## config.mk

```make
export PLATFORM = sky130hd
export DESIGN_NAME = band_router
export DESIGN_NICKNAME = d
export VERILOG_FILES = /design/src/hdl/mem_req_pkg.sv /design/src/hdl/band_router.sv
export SDC_FILE = /design/constraint.sdc
export NUM_CORES = 1
export LEC_CHECK = 0
export ABC_AREA = 1
export BUFFER_PORTS_ARGS = -buffer_cell sky130_fd_sc_hd__buf_4
export CORE_UTILIZATION = 43
export DETAILED_ROUTE_END_ITERATION = 8
export PLACE_DENSITY = 0.76
export SYNTH_ARGS = -nofsm -noshare
export SYNTH_HDL_FRONTEND = slang
export SYNTH_SLANG_ARGS = --single-unit
```

## constraint.sdc

```tcl
create_clock -name clk_in -period 3 [get_ports clk_in]
set_clock_uncertainty 0.1 [all_clocks]
set_input_delay 0.45 -clock clk_in [delete_from_list [all_inputs] [get_ports clk_in]]
set_output_delay 0.45 -clock clk_in [all_outputs]
set_load 0.01 [all_outputs]
```

## src/hdl/mem_req_pkg.sv

```systemverilog
`default_nettype none

// memory write request format shared by the coalescers and the arbiter
package mem_req_pkg;

    localparam int MEM_ADDR_WIDTH = 27;   // word address, 128-bit words
    localparam int MEM_DATA_WIDTH = 128;
    localparam int MEM_STROBE_WIDTH = 16; // one per byte

    // pixel packing
    localparam int PIXEL_WIDTH = 16;
    localparam int PIXELS_PER_WORD = 8;
    localparam int LANE_WIDTH = 3;        // log2 of PIXELS_PER_WORD

endpackage

`default_nettype wire

```

## src/hdl/band_router.sv

```systemverilog
`timescale 1ns/1ps
`default_nettype none

module band_router #(
    parameter int HRES = 320,
    parameter int VRES = 180,
    parameter int NUM_BANDS = 4
) (
    input wire clk_in,
    input wire rst_in,
    input wire pixel_valid,
    input wire [$clog2(HRES)-1:0] hcount,
    input wire [$clog2(VRES)-1:0] vcount,
    input wire [mem_req_pkg::PIXEL_WIDTH-1:0] color,
    input wire mask_zero,
    input wire frame_end,
    input wire [NUM_BANDS-1:0] band_ready,
    output logic pixel_ready,
    output logic [NUM_BANDS-1:0] band_valid,
    output logic [$clog2(HRES*VRES)-1:0] band_pixel_index,
    output logic [mem_req_pkg::PIXEL_WIDTH-1:0] band_color,
    output logic band_mask_zero,
    output logic band_last
);
    localparam int IDX_W = $clog2(HRES*VRES);
    localparam int BAND_W = (NUM_BANDS > 1) ? $clog2(NUM_BANDS) : 1;
    localparam int BAND_LINES = VRES / NUM_BANDS;

    logic occupied;                  // holding register full
    logic [BAND_W-1:0] band_sel;     // band of the held pixel
    logic [BAND_W-1:0] band_next;
    logic [IDX_W-1:0] index_next;

    // last boundary that vcount has passed
    always_comb begin
        band_next = '0;
        for (int k = 1; k < NUM_BANDS; k++) begin
            if (int'(vcount) >= k * BAND_LINES) band_next = BAND_W'(k);
        end
    end

    assign index_next = IDX_W'(hcount) + IDX_W'(vcount) * IDX_W'(HRES);

    assign pixel_ready = !occupied || band_ready[band_sel];

    always_comb begin
        band_valid = '0;
        band_valid[band_sel] = occupied; // only the decoded band sees it
    end

    always_ff @(posedge clk_in) begin
        if (rst_in) begin
            occupied <= 1'b0;
        end else if (pixel_ready) begin
            occupied <= pixel_valid;
        end
    end

    always_ff @(posedge clk_in) begin
        if (pixel_valid && pixel_ready) begin
            band_sel <= band_next;
            band_pixel_index <= index_next;
            band_color <= color;
            band_mask_zero <= mask_zero;
            band_last <= frame_end;
        end
    end

endmodule

`default_nettype wire

```

==> impl_metrics.json <==
{
  "outcome": "finished, final reports clean",
  "ctsHoldBuffers": 0,
  "htreeDepth": 2,
  "postCtsSetupRepairBufs": 0,
  "tritoncts": "done",
  "p_leak_nw": 1.24,
  "ys_top_cells_by_count": "36 x edfxtp_1, 31 x nand2_1, 23 x inv_1",
  "min_path_cells": 2,
  "cts_resized": 0,
  "synth_edf_count": 36,
  "slew_violations": 0,
  "drt-total-wl_mm": 4.09,
  "critPathLaunchType": "input pin",
  "r2r_start": "band_sel[1]$_SDFFCE_PP1P_",
  "io_pins": 81,
  "total_power_mw": 1.38,
  "crit_type": "input pin to flip-flop",
  "syn_nets": 221,
  "yosys_register_bits": 37,
  "wl_per_cell_um": 13.6,
  "final_area_mm2": 0.00268,
  "setup-violations-final": 0,
  "nets": 308,
  "fmax_ghz": 0.404,
  "yosysTopAreaCellShare": 0.576,
  "grt_pass1_vias": 1299,
  "ys.flop_type": "edfxtp_1",
  "hold-worst-slack_ns": 0.207,
  "drive_gt1_frac": 0.376,
  "core_mm2": 0.00409,
  "reg2reg_to": "band_mask_zero$_DFFE_PP_",
  "vdd_ir_drop_max_mv": 0.204,
  "cts.sinks": 37,
  "min_to": "occupied$_SDFFE_PP0N_",
  "yosys_warnings": 0,
  "antenna_found_initial": 0,
  "synth_area_mm2": 0.00188,
  "relSlewSlack": 0.678,
  "io_buffers": 80,
  "cp_max_fo": 5,
  "r2r_slack_ns": 1.00,
  "synth_cell_types": 24,
  "gp_congestion": 0.837,
  "cts.clk_slew.worst_paths_ns": 0.07,
  "worstPathArrival_ns": 2.42,
  "synth.top_cells.by_area": "edfxtp_1 58%, ha_1 10%, nand2_1 6.2%, inv_1 4.6%, nand3_1 3.5%",
  "wl_met2_mm": 1.99,
  "grt_first_pass_wirelength_mm": 5.95,
  "dp_hpwl_mm": 3.41,
  "synth_fa_ha_area_frac": 0.121,
  "finalHoldViolCount": 0,
  "dieArea_mm2": 0.00464,
  "die_y_um": 68.1,
  "drt-initial-drc-count": 140,
  "yosys.area_share.simple": 0.149,
  "synth-compound-area-share": 0.0420,
  "wl_met1_mm": 1.61,
  "powerDensity_mw_per_mm2": 516,
  "start_util": 0.460,
  "cts_made_buffers": 5,
  "cap_viol_max_count": 0,
  "hold_path.class": "input pin to flip-flop",
  "syn_to_final_growth_pct": 42.4,
  "viasPerCell": 4.89,
  "synth_top_family_by_area": "simple AND/OR/NAND/NOR gates",
  "synth.area.mux_share": 0,
  "cp-end-kind": "flip-flop",
  "num_rows": 23,
  "grt_start_max_net_pins": 25,
  "diodes": 0,
  "clockBufferDepth": 2,
  "clkLatencyLatePin_ns": 0.29,
  "required_ns": 2.95,
  "overflow": 0,
  "worstMarginPinSlew_ns": 0.480,
  "drc": 0,
  "highest_layer": "met4",
  "hold_start": "rst_in",
  "syn_area_per_cell_um2": 11.6,
  "async_flop_share": 0,
  "synth.most_common_cell": "edfxtp_1",
  "fin_crit_sh": 0.825,
  "syn_inst": 162,
  "die_x_um": 68.1,
  "fin_tns_setup_ns": 0,
  "met3WireLength_um": 413,
  "period_needed_ns": 2.48,
  "place_area_mm2": 0.00256,
  "worst_r2r_path_depth": 5,
  "synth_xor_area_frac": 0.0500,
  "antenna_left": 0,
  "cts_root_buf": "clkbuf_8",
  "vias": 1467,
  "synth_top_cell_by_area": "edfxtp_1",
  "grt_setup_unrepaired": "no",
  "ys_seq_area_frac": 0.586,
  "dr.pass1.iters": 4,
  "grt_usage": 0.182
}
-- per-layer routing --
metal / vias to the layer above / track usage
met5: - / 0
met4: 0 / 0.0859
met3: 8 / 0.0583
met2: 67 / 0.319
met1: 657 / 0.198
li1: 735 / -
-- per-stage QoR --
step                 util  setup WS [ns]  instances
global placement    0.628          0.310        292
CTS                 0.655          0.530        300
finish              0.655          0.524        300
global route        0.655          0.378        300
detailed placement  0.628          0.214        292
floorplan               -          0.519        162
-- where the power goes --
group,leakage [nW],internal [mW],switching [mW]
Sequential,0.355,0.629,0.0147
Clock,0.0518,0.244,0.167
Combinational,0.830,0.155,0.169
Total,1.24,1.03,0.351
-- registers in the layout, indices dropped and copies added, names as in the netlist --
signal / flops
occupied: 1
band_last: 1
band_color: 16
band_sel: 2
band_mask_zero: 1
band_pixel_index: 16
-- placed cells by master (no fill, tap or decap), drive strengths merged --
cell type / synthesis / final
inv: 23 / 23
clkinvlp: 0 / 1
nand4: 4 / 4
o21ai: 3 / 3
dfxtp: 1 / 1
xor2: 6 / 6
a211oi: 1 / 1
ha: 15 / 15
nor2: 7 / 7
bufinv: 0 / 1
nor4: 1 / 1
xnor2: 3 / 3
nor3: 4 / 4
nand3: 14 / 14
a21oi: 5 / 5
a31oi: 2 / 2
o211ai: 2 / 2
nand2: 31 / 31
buf: 1 / 81
clkinv: 0 / 1
nor3b: 1 / 1
fa: 2 / 2
edfxtp: 36 / 36
clkbuf: 0 / 5
-- area by class of cell --
cell class / instances / area, um^2
Clock buffer: 5 / 68.8
Clock inverter: 3 / 41.3
Fill cell: 314 / 1410
Inverter: 23 / 86.3
Multi-Input combinational cell: 101 / 694
Sequential cell: 37 / 1100
Tap cell: 50 / 62.6
Timing Repair Buffer: 81 / 621
-- how the worst max path moves through the flow --
stage | endpoint | from
6_report | band_pixel_index[15]$_DFFE_PP_ | vcount[1]
4_1_cts | band_pixel_index[15]$_DFFE_PP_ | vcount[1]
3_3_place_gp | band_pixel_index[15]$_DFFE_PP_ | vcount[1]
3_5_place_dp | band_pixel_index[15]$_DFFE_PP_ | vcount[1]
5_1_grt | band_pixel_index[15]$_DFFE_PP_ | vcount[1]
2_1_floorplan | band_pixel_index[15]$_DFFE_PP_ | vcount[1]
-- cells by family (layout without fill, tap and decap cells) --
kind of cell    Yosys count  in the layout
flops                    37             37
compound gates           13             13
buf+inv                  24            112
fa+ha+maj                17             17
simple gates             62             62
xor+xnor                  9              9
-- worst max-delay path: stages --
cell	delay (ns)
buf_4	0.13
ha_1	0.29
ha_1	0.24
fa_1	0.56
nand2_1	0.07
inv_1	0.07
nand4_1	0.08
nand2_1	0.10
inv_1	0.05
nor2_2	0.16
nand3_1	0.09
nand2_1	0.07
nand2_1	0.05
Note: power is estimated with default switching activity, not from simulation.
