<file path="config.mk">
export PLATFORM = sky130hd
export DESIGN_NAME = write_coalescer
export DESIGN_NICKNAME = d
export VERILOG_FILES = /design/src/hdl/mem_req_pkg.sv /design/src/hdl/write_coalescer.sv
export SDC_FILE = /design/constraint.sdc
export NUM_CORES = 1
export LEC_CHECK = 0
export BUFFER_PORTS_ARGS = -buffer_cell sky130_fd_sc_hd__buf_4
export CAP_MARGIN = 20
export CORE_MARGIN = 2
export CORE_UTILIZATION = 25
export CTS_CLUSTER_DIAMETER = 60
export DETAILED_ROUTE_END_ITERATION = 7
export GPL_TIMING_DRIVEN = 0
export SLEW_MARGIN = 0
export SYNTH_ARGS = -nofsm -noshare
export SYNTH_HDL_FRONTEND = slang
export SYNTH_SLANG_ARGS = --single-unit
</file>
<file path="constraint.sdc">
create_clock -name clk_in -period 31.3 [get_ports clk_in]
set_clock_uncertainty 0.05 [all_clocks]
set_input_delay 4.695 -clock clk_in [delete_from_list [all_inputs] [get_ports clk_in]]
set_output_delay 4.695 -clock clk_in [all_outputs]
set_load 0.02 [all_outputs]
</file>
<file path="src/hdl/mem_req_pkg.sv">
`default_nettype none

// memory write request format shared by the coalescers and the arbiter
package mem_req_pkg;

    localparam int MEM_ADDR_WIDTH = 27;   // word address, 128-bit words
    localparam int MEM_DATA_WIDTH = 128;
    localparam int MEM_STROBE_WIDTH = 16; // one per byte

    // pixel packing
    localparam int PIXEL_WIDTH = 16;
    localparam int PIXELS_PER_WORD = 8;
    localparam int LANE_WIDTH = 3;        // log2 of PIXELS_PER_WORD

endpackage

`default_nettype wire

</file>
<file path="src/hdl/write_coalescer.sv">
`timescale 1ns/1ps
`default_nettype none

module write_coalescer #(
    parameter int HRES = 320,
    parameter int VRES = 180
) (
    input wire clk_in,
    input wire rst_in,
    input wire pixel_valid,
    input wire [$clog2(HRES*VRES)-1:0] pixel_index,
    input wire [mem_req_pkg::PIXEL_WIDTH-1:0] color,
    input wire mask_zero,
    input wire last,
    input wire word_ready,
    output logic pixel_ready,
    output logic word_valid,
    output logic [$clog2(HRES*VRES)-mem_req_pkg::LANE_WIDTH-1:0] word_addr,
    output logic [mem_req_pkg::MEM_DATA_WIDTH-1:0] word_data,
    output logic [mem_req_pkg::MEM_STROBE_WIDTH-1:0] word_strobe
);
    localparam int IDX_W = $clog2(HRES*VRES);
    localparam int LANE_W = mem_req_pkg::LANE_WIDTH;
    localparam int WA_W = IDX_W - LANE_W;
    localparam int PIX_W = mem_req_pkg::PIXEL_WIDTH;
    localparam int LANES = mem_req_pkg::PIXELS_PER_WORD;
    localparam int STRB_W = mem_req_pkg::MEM_STROBE_WIDTH;
    localparam int STRB_PER_LANE = STRB_W / LANES;

    // staging word
    logic [LANES-1:0][PIX_W-1:0] stage_data;
    logic [STRB_W-1:0] stage_strobe;
    logic [WA_W-1:0] stage_addr;
    logic [IDX_W-1:0] next_index;    // index that continues the run
    logic open_word;
    logic pending;                   // staged word closed but not yet emitted

    logic [LANE_W-1:0] lane;
    logic [WA_W-1:0] pix_addr;
    logic [LANES-1:0][PIX_W-1:0] merged_data;
    logic [STRB_W-1:0] merged_strobe;
    logic out_free;
    logic accept;
    logic gap;
    logic closes;
    logic emit_pending;
    logic emit_old;
    logic emit_new;
    logic load_out;
    logic load_stage;

    assign lane = pixel_index[LANE_W-1:0];
    assign pix_addr = pixel_index[IDX_W-1:LANE_W];

    assign out_free = !word_valid || word_ready;
    assign pixel_ready = out_free && !pending;
    assign accept = pixel_valid && pixel_ready;

    assign gap = open_word && (pixel_index != next_index);
    assign closes = (lane == {LANE_W{1'b1}}) || last;

    // staged word with the incoming pixel dropped into its lane
    always_comb begin
        merged_data = stage_data;
        merged_strobe = stage_strobe;
        if (gap || !open_word) begin // fresh word starts empty
            merged_data = '0;
            merged_strobe = '0;
        end
        merged_data[lane] = color;
        merged_strobe[lane*STRB_PER_LANE +: STRB_PER_LANE] = {STRB_PER_LANE{!mask_zero}};
    end

    assign emit_pending = pending && out_free;
    assign emit_old = accept && gap;               // old word out, pixel seeds a new one
    assign emit_new = accept && !gap && closes;    // pixel completes the open word
    assign load_out = emit_pending || emit_old || emit_new;
    assign load_stage = accept && (gap || !closes);

    always_ff @(posedge clk_in) begin
        if (rst_in) begin
            word_valid <= 1'b0;
            open_word <= 1'b0;
            pending <= 1'b0;
        end else begin
            if (load_out) begin
                word_valid <= 1'b1;
            end else if (word_ready) begin
                word_valid <= 1'b0;
            end

            if (emit_pending) begin
                pending <= 1'b0;
            end else if (emit_old) begin
                pending <= closes; // gap pixel that also ends its word
            end

            if (emit_pending || emit_new) begin
                open_word <= 1'b0;
            end else if (load_stage) begin
                open_word <= 1'b1;
            end
        end
    end

    always_ff @(posedge clk_in) begin
        if (emit_pending || emit_old) begin
            word_addr <= stage_addr;
            word_data <= stage_data;
            word_strobe <= stage_strobe;
        end else if (emit_new) begin
            word_addr <= pix_addr;
            word_data <= merged_data;
            word_strobe <= merged_strobe;
        end

        if (load_stage) begin
            stage_data <= merged_data;
            stage_strobe <= merged_strobe;
            stage_addr <= pix_addr;
        end

        if (accept) begin
            next_index <= pixel_index + 1'b1;
        end
    end

endmodule

`default_nettype wire

</file>
==> results of run 1 <==
==> placed cells by master (no fill, tap or decap), drive strengths merged, types with 4 or more instances in the layout <==
master / count
xor2: 4
o21ai: 141
nor3: 14
a21oi: 5
edfxtp: 330
a31o: 6
a22o: 144
nand4: 6
clkinv: 12
nor2: 23
ha: 5
clkbuf: 111
buf: 230
nand2: 269
nand2b: 5
mux2: 13
xnor2: 25
nand3: 14
and2: 9
inv: 7
a21o: 10
==> flip-flops by register name (all words and copies together) (netlist names) <==
signal / count
next_index: 16
open_word: 1
pending: 1
stage_addr: 13
stage_data: 128
stage_strobe: 16
word_addr: 13
word_data: 128
word_strobe: 16
word_valid: 1
==> worst min path at each step <==
stage	from	end	slack (ns)	cells after the start
after global routing	stage_addr[0]	word_addr[0]	0.51	1
after detailed placement	pending	pending	0.48	2
final	pending	pending	0.49	2
after CTS	pending	pending	0.48	2
after global placement	pending	pending	0.46	2
after floorplan	pending	pending	0.44	2
==> power by group <==
group	leakage (nW)	internal [W]	total, W	switching, W
registers	3.24	0.000537	0.000553	0.0000161
logic	2.83	0.0000560	0.000156	0.0000998
clock network	0.596	0.000257	0.000438	0.000181
total	6.68	0.000850	0.00115	0.000297
==> per-stage QoR <==
step / instances / hold slack [ns] / area, um^2 / power, W
after global placement: 2090 / 0.463 / 16900 / 0.000726
after CTS: 2166 / 0.483 / 18300 / 0.00116
after global routing: 2168 / 0.515 / 18300 / 0.00119
after floorplan: 1146 / 0.441 / 14600 / 0.000653
final: 2168 / 0.486 / 18300 / 0.00115
after detailed placement: 2101 / 0.475 / 17100 / 0.000719
==> worst register-to-register path, stage by stage, from the launching register on <==
cell	delay, ns
edfxtp_1	0.38
xnor2_1	0.23
nand4_1	0.20
nor4_4	0.45
nand2_1	0.37
buf_4	0.33
o21ai_2	0.33
buf_2	0.30
a22o_1	0.26
==> metal layers <==
layer	routed length, um	vias up
met2	21700	319
met5	13	-
met3	2480	72
li1	-	4706
met1	18000	5062
met4	1220	2
==> cells by family after synthesis <==
| group | share of synthesized area |
|---|---|
| and+or+nand+nor | 0.0985 |
| muxes | 0.0101 |
| xor gates and xnor gates | 0.0180 |
| buffers and inverters | 0.0338 |
| AOI/OAI and AO/OA | 0.150 |
| adders and majority gates | 0.00430 |
| DFF | 0.685 |
==> cell type report <==
type / count / area (um^2)
fillers: 5749 / 39300
inverters: 5 / 18.8
plain buffers: 104 / 473
repair buffers: 190 / 1550
diodes: 2 / 5.00
well taps: 765 / 957
clock inverters: 18 / 199
clock buffers: 47 / 1020
multi-input cells: 704 / 4110
flip-flops and latches: 333 / 9970
==> reports/results.ini, run 1 <==
[outcome]
status=completed

[timing]
final-max-slew-violation-count=0
fin_tns_setup_ns=0
fmax_mhz=100
finalSetupViolCount=0
period_share=0.320
slew-limit-headroom=0.277
finalWorstSetupSlack_ns=21.30
grt_setup_unrepaired=no
hold_viol=0
period_needed_ns=10.00
worst-slew-pin-transition_ns=1.08

[synth]
yosysWarnings=0
synth-seq-cells=333
avgSynthCellArea_um2=12.7
synthCells=1146
synth_nets=1189
synth.area.top_cells=edfxtp_1 (68%), a22o_1 (8.7%), nand2_1 (6.9%)
synth_common_cells=edfxtp_1 (330), nand2_1 (269), a22o_1 (144), o21ai_0 (129), clkbuf_1 (57)
synth_area_leader_cell=edfxtp_1
synth_cell_types=40
synthArstFlopShare=0
synth_area_mm2=0.0146
synth_top_area_share=0.681
yosysMostFrequentCell=edfxtp_1
synthFlopType=edfxtp_1
synth_edf_count=330
ys_seq_area_frac=0.685

[route]
ant_nets=0
drt_pass1_iterations=5
wl_per_cell_um=20.1
num_vias=10161
drt_wl_total_um=43500
drt_iter0_drc=927
viasPerCell=4.69
post-route-drc-count=0

[die]
rows=88
ioPinCount=197
coreArea_mm2=0.0576
die_w_um=245
die_h_um=245
initial_core_util=0.253
dieArea_mm2=0.0602

[layout]
area_growth_syn_to_layout_pct=25.7
finalCoreUtilization=0.318
drive_gt1_frac=0.224
nets=1418

[grt]
grt_use_met2=0.243
overflow=0
antenna_found_initial=3
grt_pass1_wl_um=64500
grt_util_all_layers=0.142
grt_pass1_vias=9965
grt_use_met3=0.0273
use_met1=0.178
top_usage_layer=met2
grt_start_max_net_pins=37

[setup_path]
rr_endpoint=word_data[63]
crit_slowest_cell=a21oi_1
endpoint_kind=primary output
path_class=primary input to primary output
cpMostUsedCell=buf_4
cp.depth=4
path_cells=buf_4 -> inv_1 -> a21oi_1 -> buf_4
crit_path_start=word_ready
reg2regPathDepth=8
regToRegSetupSlack_ns=28.24
crit_path_end=pixel_ready
reg2reg_from=next_index[7]
worstPathMaxFanout=3
cp_data_arrival_time_ns=5.26
start_kind=primary input
cpPeakStageDelay_ns=0.25
cp.required_ns=26.56
crit_family=buffers and inverters
worst-path-buf-inv=3

[placed_design]
port-buffer-count=179
preCtsSetupSlack_ns=21.31
gp_congestion=0.835
dp_hpwl_um=31400

[flow_run]
cap_viol_max_count=0

[cts]
clkTransAtPathRegs_ns=0.07
clk_latency_ns=0.54
cts_hold_buf=0
cts_buffer_depth=3
clkSinkCount=333
cts_setup_buffers=0
htree_num_levels=2
ctsResizeCount=0
root_buffer=clkbuf_16
cts_tree=done
cts_buffers=37

[power]
irDropWorstVdd_mv=0.0301
p_leak_nw=6.68
powerDensity_mw_per_mm2=62.7

[hold_path]
worst_hold_path_type=register to register

(Power assumes the default switching activity.)
==> run 2: changes to the inputs <==
ABC_AREA = 1   (was unset)
clock period = 8.1 ns   (was 31.3 ns; I/O delays follow)
==> run 2 against run 1 <==
  * Setup slack worse by 17 ns
  * Combinational power grew to 4.6 times the previous value
  * Area after synthesis is 2.2% higher
  * Global-route usage is 0.27 points higher
  * First-iteration DRC count is 30% higher
  * Power grew to 4.2 times the previous value
  * Final cell count is 12% higher
  * Largest power group unchanged
==> reports/results.ini, run 2 <==
[setup_path]
crit_path_end=word_data[47]
worstPathMaxFanout=68  ; +65
reg2reg_from=word_valid
cp.required_ns=8.26  ; -18.30 ns
cp_data_arrival_time_ns=3.99  ; -1.27 ns
path_class=primary input to register
rr_endpoint=word_data[47]
regToRegSetupSlack_ns=4.70  ; -23.54 ns
start_kind=primary input
crit_path_start=word_ready
reg2regPathDepth=10  ; +2
endpoint_kind=register

[die]
ioPinCount=197  ; unchanged
die_w_um=248  ; +1.1%
rows=89  ; +1.1%
initial_core_util=0.253  ; about the same
coreArea_mm2=0.0589  ; +2.3%
dieArea_mm2=0.0615  ; +2.2%
die_h_um=248  ; +1.1%

[grt]
grt_pass1_wl_um=65900  ; +2.2%
grt_pass1_vias=10378  ; +4.1%
grt_start_max_net_pins=69  ; +86%
overflow=0  ; unchanged
antenna_found_initial=1  ; -2
grt_util_all_layers=0.144  ; +0.00266

[synth]
synthFlopType=edfxtp_1
yosysWarnings=0  ; unchanged
yosysMostFrequentCell=nand2_1
synth_area_leader_cell=edfxtp_1
synth-seq-cells=333  ; unchanged
synth_area_mm2=0.0149  ; +2.2%
synth_common_cells=nand2_1 (665), edfxtp_1 (330), o22ai_1 (68), o22ai_2 (60), inv_1 (53)
synthArstFlopShare=0  ; unchanged
synth.area.top_cells=edfxtp_1 (67%), nand2_1 (17%), o22ai_2 (5.0%)
synth_edf_count=330  ; unchanged
synth_cell_types=28  ; -30%
synthCells=1372  ; +20%
avgSynthCellArea_um2=10.8  ; -15%
synth_nets=1415  ; +19%
ys_seq_area_frac=0.670  ; -0.0149
synth_top_area_share=0.666  ; -0.0148

[placed_design]
dp_cells=2349  ; +12%
place_area_mm2=0.0175  ; +2.6%
gp_congestion=0.816  ; -2.3%
port-buffer-count=196  ; +9.5%
dp_hpwl_um=30100  ; -4.2%

[cts]
cts_buffers=41  ; +11%
htree_num_levels=2  ; unchanged
ctsResizeCount=0  ; unchanged
cts_tree=done
cts_hold_buf=0  ; unchanged
clkSinkCount=333  ; unchanged
cts_setup_buffers=0  ; unchanged
clkTransAtPathRegs_ns=0.06  ; about the same
clk_latency_ns=0.56  ; +0.02 ns
cts_buffer_depth=3  ; unchanged
root_buffer=clkbuf_16

[route]
num_vias=11140  ; +9.6%
drt_wl_total_um=45700  ; +5.1%
wl_per_cell_um=18.9  ; -6.0%
drt_iter0_drc=1207  ; +30%
post-route-drc-count=0  ; unchanged
ant_nets=0  ; unchanged
viasPerCell=4.60  ; -1.9%
drt_pass1_iterations=5  ; unchanged

[outcome]
status=completed

[layout]
nets=1662  ; +17%
layout_common_cells=nand2_1 (664), edfxtp_1 (330), buf_4 (202), o22ai_1 (68), o22ai_2 (60)
area_growth_syn_to_layout_pct=26.9
final_area_mm2=0.0189  ; +3.2%
diodes=0  ; -2
final_cell_count_no_fill=2424  ; +12%
multi_input_area_mm2=0.00430  ; +4.7%
finalCoreUtilization=0.320  ; +0.00270
layout_commonest_cell=nand2_1
fill_cells=5845  ; +1.7%
drive_gt1_frac=0.231  ; +0.00725
top_regs=stage_data x128, word_data x128
seqCellArea_mm2=0.00997  ; unchanged

[power]
p_leak_nw=7.79  ; +17%
irDropWorstVdd_mv=0.134  ; +350%
powerDensity_mw_per_mm2=253  ; +300%

[timing]
grt_setup_unrepaired=no
final-max-slew-violation-count=0  ; unchanged
finalSetupViolCount=0  ; unchanged
period_share=0.473
slew-limit-headroom=0.329  ; +0.0515
hold_viol=0  ; unchanged
worst-slew-pin-transition_ns=1.01  ; -0.0701 ns
fmax_mhz=261
period_needed_ns=3.83
fin_tns_setup_ns=0  ; unchanged

[flow_run]
cap_viol_max_count=0  ; unchanged

[hold_path]
whs_path_depth=1  ; -1
worst_hold_path_type=register to register

run 2: cell families (layout without fill, tap and decap cells):
group | after synthesis | in the layout | share of synthesized area
flops | 333 | 333 | 0.670
compound gates | 162 | 162 | 0.0908
xor+xnor | 12 | 12 | 0.00707
fa+ha+maj | 5 | 5 | 0.00421
simple gates | 720 | 720 | 0.186
buf+inv | 140 | 419 | 0.0418
run 2: worst min path at each step:
stage	from	end	slack, ns
after floorplan	pending	pending	0.43
after global placement	pending	pending	0.46
after detailed placement	pending	pending	0.46
after CTS	pending	pending	0.48
after global routing	pending	pending	0.50
final	pending	pending	0.48
run 2: per-layer routing:
layer / track usage / wire length, um
met5: 0 / 0
met4: 0.0502 / 1290
met3: 0.0301 / 3330
met2: 0.224 / 21000
met1: 0.199 / 20000
run 2: cell type report:
type                    instances  area share
flip-flops and latches        333       0.528
multi-input cells             899       0.228
repair buffers                204      0.0880
clock buffers                  49      0.0571
well taps                     773      0.0512
plain buffers                  75      0.0200
clock inverters                26      0.0146
inverters                      65      0.0129
run 2: power breakdown:
part / internal, W / total [W] / switching [W]
Combinational: 0.000234 / 0.000723 / 0.000488
Clock: 0.00109 / 0.00186 / 0.000772
Sequential: 0.00212 / 0.00218 / 0.0000680
run 2: through the flow:
step / worst slack (ns) / hold slack [ns] / total power (W)
6_report: 4.27 / 0.478 / 0.00477
4_1_cts: 4.24 / 0.476 / 0.00484
5_1_grt: 4.02 / 0.496 / 0.00496
3_3_place_gp: -1.56 / 0.457 / 0.00295
3_5_place_dp: 3.63 / 0.459 / 0.00295
2_1_floorplan: 1.15 / 0.430 / 0.00262
run 2: worst max-delay path, cell delays in order:
cell and delay (ns):
buf_4 0.08, inv_1 0.04, a21oi_1 0.16, nand2_1 0.15
inv_1 0.59, nand3_2 0.19, nand2_4 0.20, inv_2 0.05
buf_4 0.19, buf_2 0.22, nand2_4 0.44, buf_16 0.35
